`config.mk`:
```
export PLATFORM = sky130hd
export DESIGN_NAME = i2c_slave_top
export DESIGN_NICKNAME = d
export VERILOG_FILES = /design/src/hdl/i2c_bus_pkg.sv /design/src/hdl/slave_state_pkg.sv /design/src/hdl/bus_event_if.sv /design/src/hdl/scl_sda_sync.sv /design/src/hdl/rx_shifter.sv /design/src/hdl/sda_driver.sv /design/src/hdl/seq_tracker.sv /design/src/hdl/i2c_slave_ctrl.sv /design/src/hdl/i2c_slave_top.sv
export SDC_FILE = /design/constraint.sdc
export NUM_CORES = 1
export LEC_CHECK = 0
export BUFFER_PORTS_ARGS = -buffer_cell sky130_fd_sc_hd__buf_4
export CORE_ASPECT_RATIO = 1.1
export CORE_MARGIN = 2
export CORE_UTILIZATION = 40
export DETAILED_ROUTE_END_ITERATION = 8
export GPL_TIMING_DRIVEN = 0
export PLACE_DENSITY = 0.6
export SETUP_SLACK_MARGIN = 0.2
export SYNTH_ARGS = -nofsm -noshare
export SYNTH_HDL_FRONTEND = slang
export SYNTH_HIERARCHICAL = 1
export SYNTH_SLANG_ARGS = --single-unit
```
`constraint.sdc`:
```
create_clock -name clock -period 5.2 [get_ports clock]
set_clock_uncertainty 0.2 [all_clocks]
set_input_delay 0.52 -clock clock [delete_from_list [all_inputs] [get_ports clock]]
set_output_delay 0.52 -clock clock [all_outputs]
set_load 0.02 [all_outputs]
```
`src/hdl/i2c_bus_pkg.sv`:
```
package i2c_bus_pkg;

	// ----------------------------------------
	// bus level widths
	// ----------------------------------------

	typedef logic [7:0] byte_t;     // one byte on the wire
	typedef logic [6:0] addr_t;     // 7-bit slave address
	typedef logic [3:0] bit_cnt_t;  // bit index inside a byte

	// ----------------------------------------
	// protocol constants
	// ----------------------------------------

	// our own address on the bus
	localparam addr_t SLAVE_ADDR = 7'h50;

	// flops before the history flop on scl and sda
	localparam int SYNC_STAGES = 2;

endpackage

```
`src/hdl/slave_state_pkg.sv`:
```
package slave_state_pkg;

	// ----------------------------------------
	// transaction control
	// ----------------------------------------

	typedef enum logic [2:0]
	{
		IDLE,       // waiting for start
		ADDR,       // shifting in address and r/w
		ADDR_ACK,   // address ack, plus first byte on reads
		WRITE,      // receiving a data byte
		WRITE_ACK,  // acking a received byte
		READ,       // sending a data byte
		READ_ACK,   // master ack or nack
		WAIT_STOP   // nacked, bus ignored until stop
	} slave_state_t;

	// running sequence values and the match count
	typedef logic [7:0] seq_t;

	localparam seq_t SEQ_FIRST = 8'd1;

endpackage

```
`src/hdl/bus_event_if.sv`:
```
`timescale 1ns/1ps

// synchronized bus events, single cycle pulses plus the sda level
interface bus_event_if;

	logic scl_rise;
	logic scl_fall;
	logic start;
	logic stop;
	logic sda;

	modport src (output scl_rise, output scl_fall, output start, output stop, output sda);

	modport sink (input scl_rise, input scl_fall, input start, input stop, input sda);

endinterface

// requests from the fsm to the sda driver
interface sda_drive_if import i2c_bus_pkg::*; ();

	logic  ack_req;    // one cycle pulse
	logic  tx_req;     // one cycle pulse
	byte_t tx_byte;    // sampled with tx_req
	logic  cancel;     // drop everything now
	logic  slot_done;  // end of a drive phase

	modport ctrl (output ack_req, output tx_req, output tx_byte, output cancel,
		input slot_done);

	modport driver (input ack_req, input tx_req, input tx_byte, input cancel,
		output slot_done);

endinterface

```
`src/hdl/scl_sda_sync.sv`:
```
`timescale 1ns/1ps

module scl_sda_sync import i2c_bus_pkg::*;
(
	input  logic       clock,
	input  logic       reset_n2,
	input  logic       scl,
	input  logic       sda_in,
	bus_event_if.src   ev
);

	logic [SYNC_STAGES-1:0] scl_sync;
	logic [SYNC_STAGES-1:0] sda_sync;
	logic                   scl_hist;
	logic                   sda_hist;
	logic                   scl_now;
	logic                   sda_now;

	assign scl_now = scl_sync[SYNC_STAGES-1];
	assign sda_now = sda_sync[SYNC_STAGES-1];

	// ----------------------------------------
	// synchronizer and history
	// ----------------------------------------
	always_ff @(posedge clock or negedge reset_n2)
	begin
		if (!reset_n2)
		begin
			scl_sync <= '1;  // idle bus is high
			sda_sync <= '1;
			scl_hist <= 1'b1;
			sda_hist <= 1'b1;
		end
		else
		begin
			scl_sync <= {scl_sync[SYNC_STAGES-2:0], scl};
			sda_sync <= {sda_sync[SYNC_STAGES-2:0], sda_in};
			scl_hist <= scl_now;
			sda_hist <= sda_now;
		end
	end

	// ----------------------------------------
	// registered event pulses
	// ----------------------------------------
	always_ff @(posedge clock or negedge reset_n2)
	begin
		if (!reset_n2)
		begin
			ev.scl_rise <= 1'b0;
			ev.scl_fall <= 1'b0;
			ev.start    <= 1'b0;
			ev.stop     <= 1'b0;
			ev.sda      <= 1'b1;
		end
		else
		begin
			ev.scl_rise <= scl_now & ~scl_hist;
			ev.scl_fall <= ~scl_now & scl_hist;
			ev.start    <= scl_now & scl_hist & sda_hist & ~sda_now;  // sda falls, scl high
			ev.stop     <= scl_now & scl_hist & ~sda_hist & sda_now;  // sda rises, scl high
			ev.sda      <= sda_hist;
		end
	end

endmodule

```
`src/hdl/rx_shifter.sv`:
```
`timescale 1ns/1ps

module rx_shifter import i2c_bus_pkg::*;
(
	input  logic       clock,
	input  logic       reset_n2,
	bus_event_if.sink  ev,
	input  logic       rx_enable,
	output byte_t      rx_byte,
	output logic       byte_done
);

	bit_cnt_t bit_cnt;

	// msb first, one bit per scl rise
	always_ff @(posedge clock)
	begin
		if (rx_enable && ev.scl_rise)
			rx_byte <= {rx_byte[6:0], ev.sda};
	end

	// bit count and end of byte
	always_ff @(posedge clock or negedge reset_n2)
	begin
		if (!reset_n2)
		begin
			bit_cnt   <= '0;
			byte_done <= 1'b0;
		end
		else
		begin
			byte_done <= 1'b0;
			if (!rx_enable || ev.start || ev.stop)  // restart at every new phase
				bit_cnt <= '0;
			else if (ev.scl_rise)
			begin
				byte_done <= (bit_cnt == 4'd7);
				bit_cnt   <= (bit_cnt == 4'd7) ? 4'd0 : bit_cnt + 4'd1;
			end
		end
	end

endmodule

```
`src/hdl/sda_driver.sv`:
```
`timescale 1ns/1ps

module sda_driver import i2c_bus_pkg::*;
(
	input  logic        clock,
	input  logic        reset_n2,
	bus_event_if.sink   ev,
	sda_drive_if.driver drv,
	output logic        sda_out,
	output logic        sda_en
);

	logic     ack_pend;
	logic     tx_pend;
	logic     ack_act;
	logic     tx_act;
	bit_cnt_t bit_cnt;
	byte_t    tx_hold;   // byte waiting for its slot
	byte_t    shreg;
	logic     load_byte;

	// byte starts right after an ack, or on its own when nothing else waits
	assign load_byte = tx_pend & ~tx_act & (ack_act | ~ack_pend);

	always_ff @(posedge clock)
	begin
		if (drv.tx_req)
			tx_hold <= drv.tx_byte;
		if (ev.scl_fall && load_byte)
			shreg <= tx_hold;
		else if (ev.scl_fall && tx_act)
			shreg <= {shreg[6:0], 1'b0};
	end

	always_ff @(posedge clock or negedge reset_n2)
	begin
		if (!reset_n2)
		begin
			{ack_pend, tx_pend, ack_act, tx_act} <= 4'b0000;
			bit_cnt       <= '0;
			sda_out       <= 1'b0;
			sda_en        <= 1'b0;
			drv.slot_done <= 1'b0;
		end
		else if (drv.cancel)  // start or stop seen
		begin
			{ack_pend, tx_pend, ack_act, tx_act} <= 4'b0000;
			sda_out       <= 1'b0;
			sda_en        <= 1'b0;
			drv.slot_done <= 1'b0;
		end
		else
		begin
			drv.slot_done <= 1'b0;
			if (ev.scl_fall)
			begin
				if (load_byte)
				begin
					{ack_act, tx_act, tx_pend} <= 3'b010;
					bit_cnt <= 4'd7;
					sda_out <= tx_hold[7];
					sda_en  <= 1'b1;
				end
				else if (ack_act || (tx_act && bit_cnt == 4'd0))
				begin
					{ack_act, tx_act} <= 2'b00;  // phase over, release
					sda_out       <= 1'b0;
					sda_en        <= 1'b0;
					drv.slot_done <= 1'b1;
				end
				else if (tx_act)
				begin
					bit_cnt <= bit_cnt - 4'd1;
					sda_out <= shreg[6];
				end
				else if (ack_pend)
				begin
					{ack_act, ack_pend} <= 2'b10;
					sda_out <= 1'b0;  // ack is a driven low
					sda_en  <= 1'b1;
				end
			end
			if (drv.ack_req)
				ack_pend <= 1'b1;
			if (drv.tx_req)
				tx_pend <= 1'b1;
		end
	end

endmodule

```
`src/hdl/seq_tracker.sv`:
```
`timescale 1ns/1ps

module seq_tracker import i2c_bus_pkg::*, slave_state_pkg::*;
(
	input  logic clock,
	input  logic reset_n2,
	input  logic check,
	input  byte_t rx_byte,
	input  logic next_read,
	output seq_t read_byte,
	output seq_t match_count
);

	seq_t wr_expect;  // next value the master should write

	// ----------------------------------------
	// write side
	// ----------------------------------------
	always_ff @(posedge clock or negedge reset_n2)
	begin
		if (!reset_n2)
		begin
			wr_expect   <= SEQ_FIRST;
			match_count <= '0;
		end
		else if (check)
		begin
			wr_expect <= wr_expect + 8'd1;  // advances on every byte, good or bad
			if (rx_byte == wr_expect)
				match_count <= match_count + 8'd1;
		end
	end

	// ----------------------------------------
	// read side
	// ----------------------------------------
	always_ff @(posedge clock or negedge reset_n2)
	begin
		if (!reset_n2)
			read_byte <= SEQ_FIRST;
		else if (next_read)
			read_byte <= read_byte + 8'd1;  // wraps
	end

endmodule

```
`src/hdl/i2c_slave_ctrl.sv`:
```
`timescale 1ns/1ps

module i2c_slave_ctrl import i2c_bus_pkg::*, slave_state_pkg::*;
(
	input  logic      clock,
	input  logic      reset_n2,
	bus_event_if.sink ev,
	sda_drive_if.ctrl drv,
	output logic      rx_enable,
	input  byte_t     rx_byte,
	input  logic      byte_done,
	output logic      check,
	output logic      next_read,
	input  seq_t      read_byte
);

	slave_state_t state;
	logic         rw;       // 1 for a read transfer
	addr_t        rx_addr;

	assign rx_addr   = rx_byte[7:1];
	assign rx_enable = (state == ADDR) || (state == WRITE);

	// byte is sampled by the driver together with tx_req
	assign drv.tx_byte = read_byte;

	// ----------------------------------------
	// transaction fsm
	// ----------------------------------------
	always_ff @(posedge clock or negedge reset_n2)
	begin
		if (!reset_n2)
		begin
			state       <= IDLE;
			rw          <= 1'b0;
			drv.ack_req <= 1'b0;
			drv.tx_req  <= 1'b0;
			drv.cancel  <= 1'b0;
			check       <= 1'b0;
			next_read   <= 1'b0;
		end
		else
		begin
			// pulses by default low
			drv.ack_req <= 1'b0;
			drv.tx_req  <= 1'b0;
			drv.cancel  <= 1'b0;
			check       <= 1'b0;
			next_read   <= 1'b0;

			if (ev.start)  // also covers repeated start
			begin
				state      <= ADDR;
				drv.cancel <= 1'b1;
			end
			else if (ev.stop)
			begin
				state      <= IDLE;
				drv.cancel <= 1'b1;
			end
			else
			begin
				case (state)
				ADDR:
				begin
					if (byte_done)
					begin
						if (rx_addr == SLAVE_ADDR)
						begin
							rw          <= rx_byte[0];
							drv.ack_req <= 1'b1;
							drv.tx_req  <= rx_byte[0];  // first read byte follows the ack
							next_read   <= rx_byte[0];
							state       <= ADDR_ACK;
						end
						else
							state <= IDLE;  // not ours, stay off the bus
					end
				end
				ADDR_ACK:
				begin
					if (drv.slot_done)
						state <= rw ? READ_ACK : WRITE;
				end
				WRITE:
				begin
					if (byte_done)
					begin
						check       <= 1'b1;
						drv.ack_req <= 1'b1;
						state       <= WRITE_ACK;
					end
				end
				WRITE_ACK:
				begin
					if (drv.slot_done)
						state <= WRITE;
				end
				READ:
				begin
					if (drv.slot_done)
						state <= READ_ACK;
				end
				READ_ACK:
				begin
					// master ack low means another byte
					if (ev.scl_rise)
					begin
						if (!ev.sda)
						begin
							drv.tx_req <= 1'b1;
							next_read  <= 1'b1;
							state      <= READ;
						end
						else
							state <= WAIT_STOP;
					end
				end
				IDLE, WAIT_STOP:
					state <= state;  // only start or stop moves on
				default:
					state <= IDLE;
				endcase
			end
		end
	end

endmodule

```
`src/hdl/i2c_slave_top.sv`:
```
`timescale 1ns/1ps

module i2c_slave_top import i2c_bus_pkg::*, slave_state_pkg::*;
(
	input  logic clock,
	input  logic reset_n2,
	input  logic scl,
	input  logic sda_in,
	output logic sda_out,
	output logic sda_en,
	output seq_t match_count
);

	logic  rx_enable;
	byte_t rx_byte;
	logic  byte_done;
	logic  check;
	logic  next_read;
	seq_t  read_byte;

	bus_event_if ev ();
	sda_drive_if drv ();

	// ----------------------------------------
	// datapath around the fsm
	// ----------------------------------------
	scl_sda_sync u_sync (.clock(clock), .reset_n2(reset_n2), .scl(scl), .sda_in(sda_in),
		.ev(ev.src));

	rx_shifter u_rx (.clock(clock), .reset_n2(reset_n2), .ev(ev.sink), .rx_enable(rx_enable),
		.rx_byte(rx_byte), .byte_done(byte_done));

	sda_driver u_drv (.clock(clock), .reset_n2(reset_n2), .ev(ev.sink), .drv(drv.driver),
		.sda_out(sda_out), .sda_en(sda_en));

	seq_tracker u_seq (.clock(clock), .reset_n2(reset_n2), .check(check), .rx_byte(rx_byte),
		.next_read(next_read), .read_byte(read_byte), .match_count(match_count));

	// control
	i2c_slave_ctrl u_ctrl (
		.clock     (clock),
		.reset_n2  (reset_n2),
		.ev        (ev.sink),
		.drv       (drv.ctrl),
		.rx_enable (rx_enable),
		.rx_byte   (rx_byte),
		.byte_done (byte_done),
		.check     (check),
		.next_read (next_read),
		.read_byte (read_byte)
	);

endmodule

```
**Word-level counts from Yosys, hierarchy flattened**

Index checks and enable logic that the tools add are counted.

- RAM bits: 0
- Bits in latches: 0
- Memory bits (read-only): 0
- Word-level logic and storage cells: 181
- Register bits: 82
- Input port bits: 4
- Memories kept: 0

- Eq/ne operators: 22
- Shifts and indexed selects: 0
- Div/mod/pow operators: 0
- Reduce and logical (&&, ||, !) cells: 31
- Order comparisons: 0
- Add/subtract/negate cells: 5
- Multiply operators: 0
- Multiplexer cells: 73
- Bitwise logic cells: 19

Operators with widths:

| kind | number |
|---|---|
| $mux 1 | 51 |
| $mux 3 | 9 |
| $add 8x1->8 const B | 3 |
| $mux 4 | 6 |
| $ne 4x4->1 const B | 6 |
| $pmux 3 s6 | 1 |
| $mux 7 | 2 |
| $eq 3x3->1 const B | 4 |
| $reduce_bool 3->1 | 4 |
| $and 1x1->1 | 9 |
| $ne 3x1->1 const B | 3 |
| $not 1->1 | 9 |
| $eq 8x8->1 | 1 |
| $reduce_and 2->1 | 4 |
| $reduce_and 4->1 | 2 |
| $reduce_bool 2->1 | 4 |
| $eq 7x7->1 const B | 1 |
| $reduce_and 7->1 | 1 |
| $eq 3x2->1 const B | 2 |
| $reduce_and 5->1 | 1 |
| $reduce_bool 5->1 | 1 |
| $add 4x1->4 const B | 1 |
| $eq 4x3->1 const B | 1 |
| $logic_and 1x1->1 | 4 |
| 15 further kinds | 20 |

**Logic depth before layout (Yosys ltp)**

- Word-level depth: 8
- Depth in mapped cells: 6

**Hierarchy**

The synthesis kept the hierarchy.

By module, submodules not included:

| module | instances | area an instance (µm²) | seq. area each (µm²) | cells each |
|---|---|---|---|---|
| sda_driver | 1 | 1,142.3 | 725.7 | 84 |
| seq_tracker | 1 | 1,129.8 | 603.1 | 92 |
| i2c_slave_ctrl | 1 | 555.5 | 200.2 | 55 |
| rx_shifter | 1 | 481.7 | 365.4 | 32 |
| scl_sda_sync | 1 | 316.6 | 284.0 | 15 |

**Worst setup path after synthesis**

Ideal clock, no wire load.

- Kind: register to register
- From: reg u_drv.tx_act
- To: reg u_drv.shreg[1] (data pin)
- Arrival: 1.345 ns
- Cell stages (with the launch flop): 5
- Clock period less this slack: 1.805 ns
- Path buffers: 1
- Library setup time: 0.260 ns
- Slack: 3.395 ns
- Path through: dfrtp_1 nand2b_1 or3b_1 buf_6 mux2_2

- Cells in the longest elaborated chain, start to end: 5

Ends and longest elaborated chain:

| element | line | RTL |
|---|---|---|
| start: declaration | sda_driver.sv:16 | `logic tx_act;` |
| start signal: assignment | sda_driver.sv:39 | `{ack_pend, tx_pend, ack_act, tx_act} <= 4'b0000;` |
| start signal: assignment | sda_driver.sv:47 | `{ack_pend, tx_pend, ack_act, tx_act} <= 4'b0000;` |
| start signal: assignment | sda_driver.sv:59 | `{ack_act, tx_act, tx_pend} <= 3'b010;` |
| $not 1->1 | sda_driver.sv:23 | `assign load_byte = tx_pend & ~tx_act & (ack_act \| ~ack_pend);` |
| $and 1x1->1 (2 in series) | sda_driver.sv:23 |  |
| $logic_and 1x1->1 | sda_driver.sv:29 | `if (ev.scl_fall && load_byte)` |
| $mux 7 | sda_driver.sv:29 |  |
| end signal: assignment | sda_driver.sv:30 | `shreg <= tx_hold;` |
| end signal: assignment | sda_driver.sv:32 | `shreg <= {shreg[6:0], 1'b0};` |
| end: declaration | sda_driver.sv:19 | `byte_t shreg;` |

Every way passes these cells.
A chain may end at the register's enable or synchronous reset.

**Worst setup path after layout**

- From: reg u_sync.ev.scl_fall
- To: reg u_drv.shreg[3] (data pin)

- Cells in the longest elaborated chain, start to end: 2

Ends and longest elaborated chain:

| element | line | RTL |
|---|---|---|
| start: declaration | bus_event_if.sv:12 | `modport src (output scl_rise, output scl_fall, output start, output stop, output sda);` |
| start signal: assignment | scl_sda_sync.sv:59 | `ev.scl_fall <= ~scl_now & scl_hist;` |
| $logic_and 1x1->1 | sda_driver.sv:29 |  |
| $mux 7 | sda_driver.sv:29 |  |

Every way passes these cells.

==> results.txt <==
----------------------------------------------------
[Outcome]
  Result of the run ... finished clean

[Critical path]
  Worst path cell trace ... clkbuf_1 -> or3b_1 -> buf_6 -> mux2_2
  Maximum single-stage delay on the critical path ... 410 ps
  Required time worst endpoint ... 5110 ps
  Highest fanout seen on the critical path ... 10
  Kind of critical path ... flop to flop
  Sort of element at the start of the critical path ... flop
  Register-to-Register Path Depth ... 4
  Sort of element at the end of the critical path ... flop
  Slowest-stage cell, CP ... or3b_1
  Arrival @ worst endpoint ... ~1900 ps

[Clock network]
  Post CTS Setup Buffer Count ... 0
  H-Tree Depth ... 3
  Number of sinks driven by the clock tree ... 82
  Clock latency at the later pin of the worst-skew pair ... about 340 ps
  Number of buffers between clock root and the deepest sink ... 2
  CTS Root Buffer Type ... clkbuf_8
  TritonCTS clock tree ... done
  Clock-pin slew reported for the worst setup and hold paths after clock tree synthesis ... roughly 90 ps
  Count of cells resized by post-cts repair ... 0
  CTS Buf Count ... 9
  Hold buffers post-CTS ... 0

[Synth]
  Proportion of netlist area held by the largest area contributor ... between 30% and 40%
  Synth Register Bits ... 82
  Largest cells by area after synthesis ... dfrtp_1 (35%), edfxtp_1 (19%), dfstp_2 (6.5%), xnor2_1 (5.3%), mux2_2 (2.5%)
  Count of unique library cells instantiated by Yosys ... 56
  Avg Synthesized Cell Area ... about 13 µm²
  Ys flop type ... dfrtp_1
  Largest area contributor in the netlist ... dfrtp_1
  Synthesized instance count ... roughly 280
  Count of flip-flops with a built-in enable after synthesis ... 23
  Post-synth net total ... 288
  Yosys warning count ... 6
  Cell area after synthesis ... around 3600 µm²
  Share of synthesized area occupied by flip-flops and latches ... 60.1%
  Proportion of register bits with asynchronous set or reset after synthesis ... a little over 70%

[Layout]
  Total area of multi-input combinational cells ... ~1300 µm²
  Ratio of cells with drive above 1 in the final layout ... 23.5%
  Number of nets in the layout ... about 310
  Final standard cell area without fillers ... roughly 4000 µm²
  Sequential Area ... roughly 2200 µm²
  Fill count ... 840
  Non-Filler Instances ... 421
  Ant. Diodes ... 0
  Area growth, synth to finish ... 12.0%

[STA]
  Tightest Pin Transition ... roughly 760 ps
  Final critical-path share of the clock period ... between 30 and 40%
  Final critical-path required period ... roughly 2000 ps
  Final count of pins violating max slew ... 0
  Final setup violation count ... 0
  Hold violation total from the final report ... 0
  Total negative slack for setup checks ... 0 ps
  Highest Clock Rate ... around 510 MHz
  Slack of the critical path ... 3260 ps
  Relative max-transition margin ... slightly below 50%
  Setup repair after global routing missed its margin ... no

[Placement]
  Routability congestion estimate ... between 0.8 and 0.9
  Pre-CTS setup slack ... between 3000 and 4000 ps
  Placed Instance Area ... ~3900 µm²
  Detailed Place HPWL ... 3670 µm
  Total instance count after detailed placement ... 405
  Buffers on Ports ... 13

[Global route]
  Initial antenna violation count ... 0
  Gr usage total ... between 10% and 20%
  Number of global-route vias before repair ... between 2000 and 2500
  GRT overflow ... 0
  Global-route wire length before repair ... around 10000 µm
  Maximum number of pins on one net before global-route repair ... 60

[Drt]
  Count of TritonRoute iterations in the first routing pass ... 4
  Routed vias ... around 2100
  Total Routed Length ... roughly 5600 µm
  Detailed-route DRC error count ... 0
  Average wire per cell in the routed design ... approximately 13 µm
  1st-iter DRT viols ... around 110
  Antenna viol nets, final ... 0
  Routed vias/inst ... a little under 5

[Power and ir drop]
  Total Power Consumption ... roughly 0.0012 W
  Total leakage power ... 1.76 nW
  Peak supply drop ... around 0.00014 V
  PwrDens ... 289 nW/µm²

[Floorplanning]
  Die width ... between 90 and 100 µm
  Starting Density ... between 40% and 50%
  Floorplan die height ... 104 µm
  Count of pins on the block boundary ... 14
  Core box area ... between 8000 and 9000 µm²
  Floorplan die area ... around 9800 µm²
  Floorplan row count ... 36

[Min path]
  Type of the tightest min-delay check ... input port to async pin

[Job]
  Number of maximum-capacitance constraint violations ... 0

----------------------------------------------------
## final cells by class
type                            count  area share [%]
Buffer                             14            2.77
Clock buffer                       11            3.24
Clock inverter                      5            1.54
Inverter                            5           0.462
Multi-Input combinational cell    177            32.4
Sequential cell                    82            53.7
Tap cell                          114            3.51
Timing Repair Buffer               13            2.40
## layout by cell type, fill, tap and decap left out, types with 3 or more instances in the layout
cell / instances
dfrtp_1: 50
nor2b_1: 5
mux2_2: 8
inv_1: 5
nand2_1: 15
dfstp_2: 9
mux2i_1: 3
a21oi_1: 11
nor2_1: 18
clkbuf_1: 3
buf_6: 3
buf_4: 23
o21ai_0: 5
and3_1: 3
clkbuf_8: 9
nand3_1: 6
ha_1: 6
xnor2_1: 22
xor2_1: 9
nand2b_1: 7
nand4_1: 12
nand3b_1: 3
nor3_1: 5
edfxtp_1: 23
## critical path: cells and delay by family, from the launching register on
family / cells / cell delay, ps
buffers and inverters: 2 / 480
flip-flops: 1 / 370
multiplexers: 1 / 260
AND/OR/NAND/NOR: 1 / 410
## through the flow
stage                     hold WS [ps]  utilization, %
after floorplan                   24.4               -
after global placement             145            43.8
after detailed placement           147            43.8
after CTS                         64.5            46.0
after global routing              61.1            46.0
final                             44.8            46.0
## registers in the layout, indices dropped and copies added, names as in the netlist, 2 cells and up
| signal | flops |
|---|---|
| u_ctrl/state | 3 |
| u_drv/bit_cnt | 4 |
| u_drv/shreg | 7 |
| u_drv/tx_hold | 8 |
| u_rx/bit_cnt | 4 |
| u_rx/rx_byte | 8 |
| u_seq/match_count | 8 |
| u_seq/read_byte | 8 |
| u_seq/wr_expect | 8 |
| u_sync/scl_sync | 2 |
| u_sync/sda_sync | 2 |
## cells by family after synthesis
group           share of synthesized area [%]
flops                                    60.1
simple gates                             17.4
fa+ha+maj                                2.07
mux                                      3.73
compound gates                           5.59
xor+xnor                                 7.49
buf+inv                                  3.62
## report_power, final
part	internal (W)	switching [W]
clock network	0.000225	0.000228
registers	0.000673	0.00000921
logic	0.0000148	0.0000236
## worst paths after layout
| path | slack [ps] | end | start |
|---|---|---|---|
| worst max-delay path | 3260 | u_drv/shreg[3] | u_sync/ev.scl_fall |
| worst min-delay path | 40 | u_seq/wr_expect[7] | reset_n2 |
| worst max register to register | 3260 | u_drv/shreg[3] | u_sync/ev.scl_fall |
| worst min register to register | 160 | u_sync/sda_sync[1] | u_sync/sda_sync[0] |
| max in group asynchronous | 4250 | u_seq/match_count[6] | reset_n2 |
| min in group clock | 80 | u_sync/scl_sync[0] | scl |
## layer usage
| layer | wire length (µm) | part of all wire [%] | GRT usage, % | up-vias |
|---|---|---|---|---|
| li1 | - | - | - | 1024 |
| met5 | 0 | 0 | 0 | - |
| met1 | 2720 | 49 | 17.6 | 1020 |
| met2 | 2590 | 46 | 18.7 | 24 |
| met4 | 105 | 1.9 | 5.90 | 0 |
| met3 | 166 | 3.0 | 2.83 | 9 |
## synth_stat cells, drive strengths merged, types with 7 or more instances
cell / number
dfrtp: 50
nand2b: 7
edfxtp: 23
nand2: 16
dfstp: 9
xnor2: 22
nand4: 13
a21oi: 12
mux2: 9
nor2: 19
xor2: 9
buf: 13
Note: power is estimated with default switching activity, not from simulation.
